--- config.mk ---
export PLATFORM = sky130hd
export DESIGN_NAME = ccm_top
export DESIGN_NICKNAME = d
export VERILOG_FILES = /design/src/source/ccm_pkg.sv /design/src/source/ccm_wb_regs.sv /design/src/source/ccm_channel_mac.sv /design/src/source/ccm_matrix.sv /design/src/source/ccm_top.sv
export SDC_FILE = /design/constraint.sdc
export NUM_CORES = 2
export LEC_CHECK = 0
export ABC_CLOCK_PERIOD_IN_PS = 13400
export BUFFER_PORTS_ARGS = -buffer_cell sky130_fd_sc_hd__buf_4
export CORE_MARGIN = 5
export CORE_UTILIZATION = 50
export CTS_CLUSTER_SIZE = 30
export DETAILED_ROUTE_END_ITERATION = 16
export PLACE_DENSITY = 0.64
export SETUP_SLACK_MARGIN = 0.5
export SLEW_MARGIN = 30
export SYNTH_ARGS = -nofsm -noshare
export SYNTH_HDL_FRONTEND = slang
export SYNTH_HIERARCHICAL = 1
export SYNTH_SLANG_ARGS = --single-unit
export TNS_END_PERCENT = 5
--- constraint.sdc ---
create_clock -name clk -period 13.4 [get_ports clk]
set_input_delay 1.34 -clock clk [delete_from_list [all_inputs] [get_ports clk]]
set_output_delay 1.34 -clock clk [all_outputs]
set_load 0.05 [all_outputs]
--- src/source/ccm_pkg.sv ---
// ------------------------------
// colour correction matrix shared definitions
// coefficient format, register map and bus word types
// ------------------------------
package ccm_pkg;

    // ------------------------------
    // coefficient format
    // ------------------------------

    // signed Q5.10, 0x0400 is 1.0
    localparam int COE_WIDTH = 16;
    localparam int COE_FRAC  = 10;
    // 3x3 matrix, row major
    localparam int COE_COUNT = 9;

    typedef logic [COE_WIDTH-1:0] coe_t;

    localparam coe_t COE_ONE = 16'h0400;

    // ------------------------------
    // register bus
    // ------------------------------

    typedef logic [3:0]  wb_adr_t;
    typedef logic [15:0] wb_dat_t;

    // addresses 0..8 hold the coefficients
    // row 0 -> red, columns r, g, b
    localparam wb_adr_t REG_CTRL_ADR = 4'd9;

    // matrix applied when set, bypass otherwise
    localparam int CTRL_EN_BIT = 0;

endpackage

--- src/source/ccm_wb_regs.sv ---
`timescale 1ns/1ps
// ------------------------------
// ccm register bank on a Wishbone classic slave
// staging coefficients and enable, copied to the
// active set at each rising edge of vertical sync
// ------------------------------
module ccm_wb_regs (
    input  logic                                            clk,
    input  logic                                            rst_n_i,
    // Wishbone classic slave
    input  logic                                            wb_cyc_i,
    input  logic                                            wb_stb_i,
    input  logic                                            wb_we_i,
    input  ccm_pkg::wb_adr_t                                wb_adr_i,
    input  ccm_pkg::wb_dat_t                                wb_dat_i,
    output ccm_pkg::wb_dat_t                                wb_dat_o,
    output logic                                            wb_ack_o,
    // frame sync
    input  logic                                            vs_i,
    // active set towards the matrix
    output logic [ccm_pkg::COE_COUNT*ccm_pkg::COE_WIDTH-1:0] coe_o,
    output logic                                            en_o
);
    import ccm_pkg::*;

    coe_t    coe_stg [COE_COUNT];
    coe_t    coe_act [COE_COUNT];
    logic    en_stg;
    logic    en_act;
    logic    vs_d;
    logic    req;
    logic    adr_coe;
    logic    frame_start;
    wb_dat_t rd_data;

    // identity matrix: diagonal at 1.0, rest zero
    function automatic coe_t identity_coe(input int idx);
        return ((idx / 3) == (idx % 3)) ? COE_ONE : coe_t'(0);
    endfunction

    // ------------------------------
    // bus decode
    // ------------------------------

    // a new request, the ack cycle itself is not counted again
    assign req     = wb_cyc_i & wb_stb_i & ~wb_ack_o;
    assign adr_coe = (wb_adr_i < wb_adr_t'(COE_COUNT));

    // single-cycle ack, always low for a cycle in between
    always_ff @(posedge clk or negedge rst_n_i) begin
        if (!rst_n_i) begin
            wb_ack_o <= 1'b0;
        end else begin
            wb_ack_o <= req;
        end
    end

    // read back of the staging values, unmapped words read 0
    always_comb begin
        rd_data = '0;
        if (adr_coe) begin
            rd_data = wb_dat_t'(coe_stg[wb_adr_i]);
        end else if (wb_adr_i == REG_CTRL_ADR) begin
            rd_data[CTRL_EN_BIT] = en_stg;
        end
    end

    // valid together with the ack
    always_ff @(posedge clk) begin
        if (req && !wb_we_i) begin
            wb_dat_o <= rd_data;
        end
    end

    // staging registers
    always_ff @(posedge clk or negedge rst_n_i) begin
        if (!rst_n_i) begin
            for (int k = 0; k < COE_COUNT; k++) begin
                coe_stg[k] <= identity_coe(k);
            end
            en_stg <= 1'b0;
        end else if (req && wb_we_i) begin
            if (adr_coe) begin
                coe_stg[wb_adr_i] <= coe_t'(wb_dat_i);
            end else if (wb_adr_i == REG_CTRL_ADR) begin
                en_stg <= wb_dat_i[CTRL_EN_BIT];
            end
        end
    end

    // ------------------------------
    // frame-synchronous update
    // ------------------------------

    assign frame_start = vs_i & ~vs_d;

    always_ff @(posedge clk or negedge rst_n_i) begin
        if (!rst_n_i) begin
            vs_d <= 1'b0;
            for (int k = 0; k < COE_COUNT; k++) begin
                coe_act[k] <= identity_coe(k);
            end
            en_act <= 1'b0;
        end else begin
            vs_d <= vs_i;
            // whole matrix swapped at once, never mid-frame
            if (frame_start) begin
                coe_act <= coe_stg;
                en_act  <= en_stg;
            end
        end
    end

    // flatten, entry k in slice k
    always_comb begin
        for (int k = 0; k < COE_COUNT; k++) begin
            coe_o[k*COE_WIDTH +: COE_WIDTH] = coe_act[k];
        end
    end

    assign en_o = en_act;

endmodule

--- src/source/ccm_channel_mac.sv ---
`timescale 1ns/1ps
// ------------------------------
// ccm channel multiply-accumulate
// one output colour: three products, sum, round, clamp
// ------------------------------
module ccm_channel_mac #(
    parameter int PIXEL_WIDTH = 8
) (
    input  logic                     clk,
    input  ccm_pkg::coe_t            coe_r_i,
    input  ccm_pkg::coe_t            coe_g_i,
    input  ccm_pkg::coe_t            coe_b_i,
    // red low, then green, then blue
    input  logic [3*PIXEL_WIDTH-1:0] pix_i,
    output logic [PIXEL_WIDTH-1:0]   chan_o
);
    import ccm_pkg::*;

    // product of a signed coefficient and a zero-extended component
    localparam int PROD_W  = COE_WIDTH + PIXEL_WIDTH + 1;
    localparam int PART_W  = PROD_W + 1;
    localparam int SUM_W   = PROD_W + 2;
    localparam int RND_W   = SUM_W + 1;
    // first bit at or above full scale
    localparam int OVF_BIT = PIXEL_WIDTH + COE_FRAC;

    typedef logic signed [PROD_W-1:0] prod_t;
    typedef logic signed [PART_W-1:0] part_t;
    typedef logic signed [SUM_W-1:0]  sum_t;
    typedef logic signed [RND_W-1:0]  rnd_t;

    // 0.5 in output LSBs
    localparam rnd_t HALF_LSB = rnd_t'(2 ** (COE_FRAC - 1));

    logic [PIXEL_WIDTH-1:0] pix_r;
    logic [PIXEL_WIDTH-1:0] pix_g;
    logic [PIXEL_WIDTH-1:0] pix_b;

    prod_t mul_r;
    prod_t mul_g;
    prod_t mul_b;
    prod_t mul_b_d;
    part_t part_rg;
    sum_t  sum_rgb;
    rnd_t  sum_rnd;

    assign pix_r = pix_i[0*PIXEL_WIDTH +: PIXEL_WIDTH];
    assign pix_g = pix_i[1*PIXEL_WIDTH +: PIXEL_WIDTH];
    assign pix_b = pix_i[2*PIXEL_WIDTH +: PIXEL_WIDTH];

    // ------------------------------
    // arithmetic pipeline
    // ------------------------------

    always_ff @(posedge clk) begin
        // stage 1: multiply, components taken as unsigned
        mul_r <= $signed(coe_r_i) * $signed({1'b0, pix_r});
        mul_g <= $signed(coe_g_i) * $signed({1'b0, pix_g});
        mul_b <= $signed(coe_b_i) * $signed({1'b0, pix_b});

        // stage 2: partial sum, blue product waits a cycle
        part_rg <= part_t'(mul_r) + part_t'(mul_g);
        mul_b_d <= mul_b;

        // stage 3: full sum
        sum_rgb <= sum_t'(part_rg) + sum_t'(mul_b_d);

        // stage 4: round half up
        sum_rnd <= rnd_t'(sum_rgb) + HALF_LSB;
    end

    // stage 5: clamp to the pixel range
    always_ff @(posedge clk) begin
        if (sum_rnd[RND_W-1]) begin
            // negative result
            chan_o <= '0;
        end else if (|sum_rnd[RND_W-2:OVF_BIT]) begin
            chan_o <= '1;
        end else begin
            chan_o <= sum_rnd[COE_FRAC +: PIXEL_WIDTH];
        end
    end

endmodule

--- src/source/ccm_matrix.sv ---
`timescale 1ns/1ps
// ------------------------------
// ccm 3x3 matrix datapath
// three channel units plus matched sync and bypass delay
// ------------------------------
module ccm_matrix #(
    parameter int PIXEL_WIDTH = 8
) (
    input  logic                                             clk,
    input  logic                                             rst_n_i,
    // active coefficients, row major
    input  logic [ccm_pkg::COE_COUNT*ccm_pkg::COE_WIDTH-1:0] coe_i,
    input  logic                                             en_i,
    // video in
    input  logic [3*PIXEL_WIDTH-1:0]                         pix_i,
    input  logic                                             de_i,
    input  logic                                             hs_i,
    input  logic                                             vs_i,
    // video out
    output logic [3*PIXEL_WIDTH-1:0]                         pix_o,
    output logic                                             de_o,
    output logic                                             hs_o,
    output logic                                             vs_o
);
    import ccm_pkg::*;

    // must match the channel unit pipeline
    localparam int PIPE_DEPTH = 5;

    coe_t                     coe [COE_COUNT];
    logic [PIXEL_WIDTH-1:0]   chan [3];
    logic [3*PIXEL_WIDTH-1:0] pix_dly [PIPE_DEPTH];
    logic [PIPE_DEPTH-1:0]    de_dly;
    logic [PIPE_DEPTH-1:0]    hs_dly;
    logic [PIPE_DEPTH-1:0]    vs_dly;

    always_comb begin
        for (int k = 0; k < COE_COUNT; k++) begin
            coe[k] = coe_i[k*COE_WIDTH +: COE_WIDTH];
        end
    end

    // ------------------------------
    // channel units, one per row
    // ------------------------------

    for (genvar c = 0; c < 3; c++) begin : g_chan
        ccm_channel_mac #(
            .PIXEL_WIDTH (PIXEL_WIDTH)
        ) u_mac (
            .clk     (clk),
            .coe_r_i (coe[3*c + 0]),
            .coe_g_i (coe[3*c + 1]),
            .coe_b_i (coe[3*c + 2]),
            .pix_i   (pix_i),
            .chan_o  (chan[c])
        );
    end

    // ------------------------------
    // delay lines
    // ------------------------------

    // sync signals, cleared so no false frame after reset
    always_ff @(posedge clk or negedge rst_n_i) begin
        if (!rst_n_i) begin
            de_dly <= '0;
            hs_dly <= '0;
            vs_dly <= '0;
        end else begin
            de_dly <= {de_dly[PIPE_DEPTH-2:0], de_i};
            hs_dly <= {hs_dly[PIPE_DEPTH-2:0], hs_i};
            vs_dly <= {vs_dly[PIPE_DEPTH-2:0], vs_i};
        end
    end

    // raw pixel for bypass
    always_ff @(posedge clk) begin
        pix_dly[0] <= pix_i;
        for (int s = 1; s < PIPE_DEPTH; s++) begin
            pix_dly[s] <= pix_dly[s-1];
        end
    end

    // processed or raw, per channel
    always_comb begin
        for (int c = 0; c < 3; c++) begin
            pix_o[c*PIXEL_WIDTH +: PIXEL_WIDTH] =
                en_i ? chan[c] : pix_dly[PIPE_DEPTH-1][c*PIXEL_WIDTH +: PIXEL_WIDTH];
        end
    end

    assign de_o = de_dly[PIPE_DEPTH-1];
    assign hs_o = hs_dly[PIPE_DEPTH-1];
    assign vs_o = vs_dly[PIPE_DEPTH-1];

endmodule

--- src/source/ccm_top.sv ---
`timescale 1ns/1ps
// ------------------------------
// ccm colour correction top level
// register bank and matrix datapath
// ------------------------------
module ccm_top #(
    parameter int PIXEL_WIDTH = 8
) (
    input  logic                     clk,
    input  logic                     rst_n_i,
    // Wishbone classic slave
    input  logic                     wb_cyc_i,
    input  logic                     wb_stb_i,
    input  logic                     wb_we_i,
    input  ccm_pkg::wb_adr_t         wb_adr_i,
    input  ccm_pkg::wb_dat_t         wb_dat_i,
    output ccm_pkg::wb_dat_t         wb_dat_o,
    output logic                     wb_ack_o,
    // video in
    input  logic [3*PIXEL_WIDTH-1:0] pix_i,
    input  logic                     de_i,
    input  logic                     hs_i,
    input  logic                     vs_i,
    // video out, five clocks later
    output logic [3*PIXEL_WIDTH-1:0] pix_o,
    output logic                     de_o,
    output logic                     hs_o,
    output logic                     vs_o
);
    import ccm_pkg::*;

    logic [COE_COUNT*COE_WIDTH-1:0] coe_act;
    logic                           en_act;

    // register bank, also sees vs for the frame-start swap
    ccm_wb_regs u_regs (
        .clk      (clk),
        .rst_n_i  (rst_n_i),
        .wb_cyc_i (wb_cyc_i),
        .wb_stb_i (wb_stb_i),
        .wb_we_i  (wb_we_i),
        .wb_adr_i (wb_adr_i),
        .wb_dat_i (wb_dat_i),
        .wb_dat_o (wb_dat_o),
        .wb_ack_o (wb_ack_o),
        .vs_i     (vs_i),
        .coe_o    (coe_act),
        .en_o     (en_act)
    );

    // datapath
    ccm_matrix #(
        .PIXEL_WIDTH (PIXEL_WIDTH)
    ) u_matrix (
        .clk     (clk),
        .rst_n_i (rst_n_i),
        .coe_i   (coe_act),
        .en_i    (en_act),
        .pix_i   (pix_i),
        .de_i    (de_i),
        .hs_i    (hs_i),
        .vs_i    (vs_i),
        .pix_o   (pix_o),
        .de_o    (de_o),
        .hs_o    (hs_o),
        .vs_o    (vs_o)
    );

endmodule

==> flow_metrics.py <==
metrics = {
    "synth": {
        "synth_top_area_share_pct": 24.5,
        "yosys-top-cells-area": "fa_1 25%, dfxtp_1 17%, ha_1 10%",
        "yosysUniqueCellTypes": 114,
        "muxShareOfSynthArea_pct": 5.68,
        "avgSynthCellArea_um2": 10.1,
        "async_reset_ff_share_pct": 32.2,
        "ys_ff_latch": 953,
        "synthSimpleGateAreaFrac_pct": 12.6,
        "yosysWarnings": 6,
        "synth_top_family_by_area": "adder cells",
        "syn-num-nets": 9009,
        "synth_xor_area_share_pct": 4.02,
        "synth_area_leader_cell": "fa_1",
        "synth_edf_count": 16,
        "synthAdderAreaFrac_pct": 34.6,
        "synth-main-ff-cell": "dfxtp_1",
        "synth-compound-area-share_pct": 7.30,
        "synthCells": 7433,
        "synth-seq-area-share_pct": 27.7,
        "synthesis.area_mm2": 0.0751,
    },
    "clocking": {
        "cts_resized": 0,
        "cts.sinks": 953,
        "cts_buffers": 103,
        "cts_buffer_depth": 3,
        "cts_hold_buf": 0,
        "cts.root.buffer_cell": "clkbuf_16",
        "insertion_delay_ns": 0.75,
        "clk_pin_slew_ns": 0.06,
        "htree_levels": 3,
        "cts_tree": "built",
        "postCtsSetupRepairBufs": 0,
    },
    "final_layout": {
        "nFillCells": 13400,
        "areaGrowthSynthToFinish_pct": 8.39,
        "nets": 9079,
        "drive_gt1_share_pct": 8.76,
        "area.sequential_mm2": 0.0208,
        "multi_input_area_mm2": 0.0483,
    },
    "global_routing": {
        "track_usage_pct": 23.5,
        "grt_pass1_wl_um": 292000,
        "grt-ovfl-total": 0,
        "grt_start_max_net_pins": 161,
        "antenna_found_initial": 32,
        "grt_pass1_vias": 52300,
    },
    "worst_setup_path": {
        "path_cells": "buf_4 -> nand2_1 -> fa_1 -> inv_1 -> fa_1 -> fa_1 -> inv_1 -> fa_1 -> inv_1 -> ha_1 -> a21o_1 -> or3_4 -> o31a_2 -> o41ai_4 -> o221ai_2 -> a211oi_2 -> a21oi_1 -> xor2_1",
        "cpMostUsedCell": "fa_1",
        "r2r_setup_slack_ns": 8.08,
        "criticalPathCategory": "in -> reg",
        "crit_path_start": "pix_i[0]",
        "cp_max_fo": 49,
        "critPathTopFamily": "adder cells",
        "cp_num_cells": 18,
        "r2r_end": "u_matrix/g_chan[1].u_mac/mul_r[23]$_DFF_P_",
        "start_kind": "input pin",
        "r2r_cells": 17,
        "endpoint_kind": "flop",
        "slowest_stage": "fa_1",
        "arrival_ns": 6.54,
        "cp_data_required_time_ns": 13.98,
        "critPathCapture": "u_matrix/g_chan[1].u_mac/mul_r[23]$_DFF_P_",
        "critPathBufInv": 4,
        "r2r-start": "u_regs/coe_o[57]$_DFFE_PN0P_",
        "max_stage_delay_ns": 0.57,
    },
    "placement": {
        "gp_congestion": 0.925,
        "hpwl_um": 141000,
        "io_buffers": 95,
    },
    "routing": {
        "wirelength_um": 184000,
        "dr.pass1.iters": 5,
        "initialDrtViolationCount": 2694,
        "drc": 0,
        "vias": 50200,
        "viasPerCell": 5.21,
        "ant_nets": 0,
        "avgRoutedWirePerCell_um": 19.1,
    },
    "die": {
        "dieWidth_um": 398,
        "rows": 142,
        "die_h_um": 398,
        "io_pins": 96,
        "coreArea_mm2": 0.150,
        "start_util_pct": 50.2,
        "dieArea_mm2": 0.158,
    },
    "sta": {
        "fin_crit_ns": 5.95,
        "setup_violations": 0,
        "relSlewSlack_pct": 32.8,
        "fin_crit_sh_pct": 44.4,
        "whs_ns": 0.318,
        "worst_pin_slew_ns": 1.01,
        "fmax_ghz": 0.168,
        "finClkSkew_ns": 0.0530,
        "fin_setup_tns_ns": 0,
        "drv_slew": 0,
        "rsz0062_at_grt": "false",
        "hold_viol": 0,
    },
    "power": {
        "p_comb_share_pct": 50.6,
        "ir_drop_uv": 154,
        "pwr_density_cell_mw_per_mm2": 186,
        "p_seq_share_pct": 30.0,
        "p_sw_share_pct": 42.2,
        "p_int_uw": 8780,
        "power_frac_clock_pct": 19.4,
        "p_leak_uw": 0.0418,
        "netSwitchingPower_uw": 6410,
    },
    "min_path": {
        "hold_path.class": "reg -> reg",
        "hold_start": "u_matrix/pix_dly[0][93]$_DFF_P_",
    },
    "run": {
        "cap_violations": 0,
    },
    "run_status": {
        "outcome": "finished clean",
    },
}
cells in the final DEF (no fill, tap or decap), drive strengths merged, types with 78 or more instances in the layout:
| master | Yosys | routed |
|---|---|---|
| o21ai | 114 | 114 |
| buf | 49 | 107 |
| dfrtp | 301 | 301 |
| xnor2 | 267 | 267 |
| a21o | 112 | 112 |
| ha | 603 | 603 |
| clkbuf | 93 | 139 |
| fa | 921 | 921 |
| mux2 | 316 | 316 |
| a21oi | 274 | 274 |
| nor2 | 161 | 161 |
| and2 | 666 | 666 |
| nand2 | 642 | 642 |
| inv | 1450 | 1468 |
| dfxtp | 630 | 630 |
| nand3 | 98 | 98 |
| xor2 | 78 | 78 |
worst register-to-register path: stages (launching register included):
cell and delay [ns]:
dfrtp_1 0.55, nand2_1 0.14, fa_1 0.57, inv_1 0.06, fa_1 0.49, fa_1 0.56
inv_1 0.05, fa_1 0.48, inv_1 0.04, ha_1 0.33, a21o_1 0.21, or3_4 0.35
o31a_2 0.36, o41ai_4 0.30, o221ai_2 0.17, a211oi_2 0.26, a21oi_1 0.12, xor2_1 0.15
synth_stat cells (7+ instances only):
library cell and n:
a211o_1 8, a211oi_1 25, a21o_1 112, a21oi_1 271, a22o_1 32, a31oi_1 30
a41oi_1 7, and2_1 666, and3_1 36, and4_1 9, buf_2 27, buf_4 7
buf_6 8, clkbuf_1 93, dfrtp_1 301, dfxtp_1 630, edfxtp_1 16, fa_1 921
ha_1 603, inv_1 1450, mux2_1 7, mux2_2 288, mux2_4 21, mux2i_1 61
nand2_1 642, nand2b_1 30, nand3_1 95, nand4_1 20, nor2_1 161, nor2b_1 34
nor3_1 39, nor4_1 11, o2111ai_1 8, o211ai_1 14, o21a_1 40, o21ai_0 89
o21ai_1 25, o21bai_1 36, o31a_1 7, o31ai_1 22, or2_2 12, or3_1 17
xnor2_1 267, xor2_1 78
how the worst min path moves through the flow:
stage                                              endpoint  slack, ns  cells after the start
2_1_floorplan   u_matrix/g_chan[0].u_mac/mul_b_d[0]$_DFF_P_       0.31                      0
3_3_place_gp                u_matrix/pix_dly[0][91]$_DFF_P_       0.31                      0
3_5_place_dp    u_matrix/g_chan[0].u_mac/mul_b_d[4]$_DFF_P_       0.31                      0
4_1_cts                    u_matrix/pix_dly[0][117]$_DFF_P_       0.31                      0
5_1_grt        u_matrix/g_chan[1].u_mac/mul_b_d[16]$_DFF_P_       0.33                      0
6_report                   u_matrix/pix_dly[0][117]$_DFF_P_       0.32                      0
registers in the layout, summed over array words and instances (netlist names), 16 cells and up:
name / count
u_matrix/g_chan.u_mac/chan_o: 24
u_matrix/g_chan.u_mac/mul_b: 75
u_matrix/g_chan.u_mac/mul_b_d: 75
u_matrix/g_chan.u_mac/mul_g: 75
u_matrix/g_chan.u_mac/mul_r: 75
u_matrix/g_chan.u_mac/part_rg: 78
u_matrix/g_chan.u_mac/sum_rgb: 54
u_matrix/g_chan.u_mac/sum_rnd: 54
u_matrix/pix_dly: 120
u_regs/coe_o: 144
u_regs/coe_stg: 144
u_regs/wb_dat_o: 16
layer usage:
metal | GRT usage [%] | part of all wire, % | up-vias
li1 | - | - | 23600
met2 | 38.8 | 47 | 1025
met3 | 4.35 | 5.5 | 278
met4 | 7.59 | 3.5 | 18
met1 | 31.5 | 44 | 25200
met5 | 0 | 0.064 | -
cells by family after synthesis:
family	Yosys count
and+or+nand+nor	1819
buffers and inverters	1592
xor gates and xnor gates	345
muxes	378
adders and majority gates	1524
AOI/OAI and AO/OA	822
DFF	953
power by group through the flow:
stage                     sequential, uW  combinational (uW)  clock (uW)
after global placement              4620                7560           0
after detailed placement            4630                7670           0
after CTS                           4580                7750        3020
after global routing                4640                8750        3140
after floorplan                     4190                5920           0
final                               4550                7690        2940
metrics by stage:
| stage | setup slack, ns | std cells | instance area (um^2) | total power [uW] | util (%) |
|---|---|---|---|---|---|
| after global placement | 6.76 | 9412 | 77800 | 12200 | 52.0 |
| after CTS | 7.49 | 9605 | 81300 | 15300 | 54.4 |
| after detailed placement | 6.75 | 9413 | 77800 | 12300 | 52.0 |
| after floorplan | 7.31 | 7433 | 75100 | 10100 | - |
| after global routing | 7.22 | 9606 | 81400 | 16500 | 54.4 |
| final | 7.45 | 9622 | 81400 | 15200 | 54.4 |
area by class of cell:
class / count / share of cell area (%)
clock inverters: 53 / 0.759
inverters: 1450 / 6.68
clock buffers: 139 / 3.57
well taps: 2016 / 3.10
repair buffers: 107 / 1.04
flip-flops and latches: 953 / 25.5
multi-input cells: 4888 / 59.3
diodes: 16 / 0.0492
No activity file was read; power rests on OpenSTA's default activity.
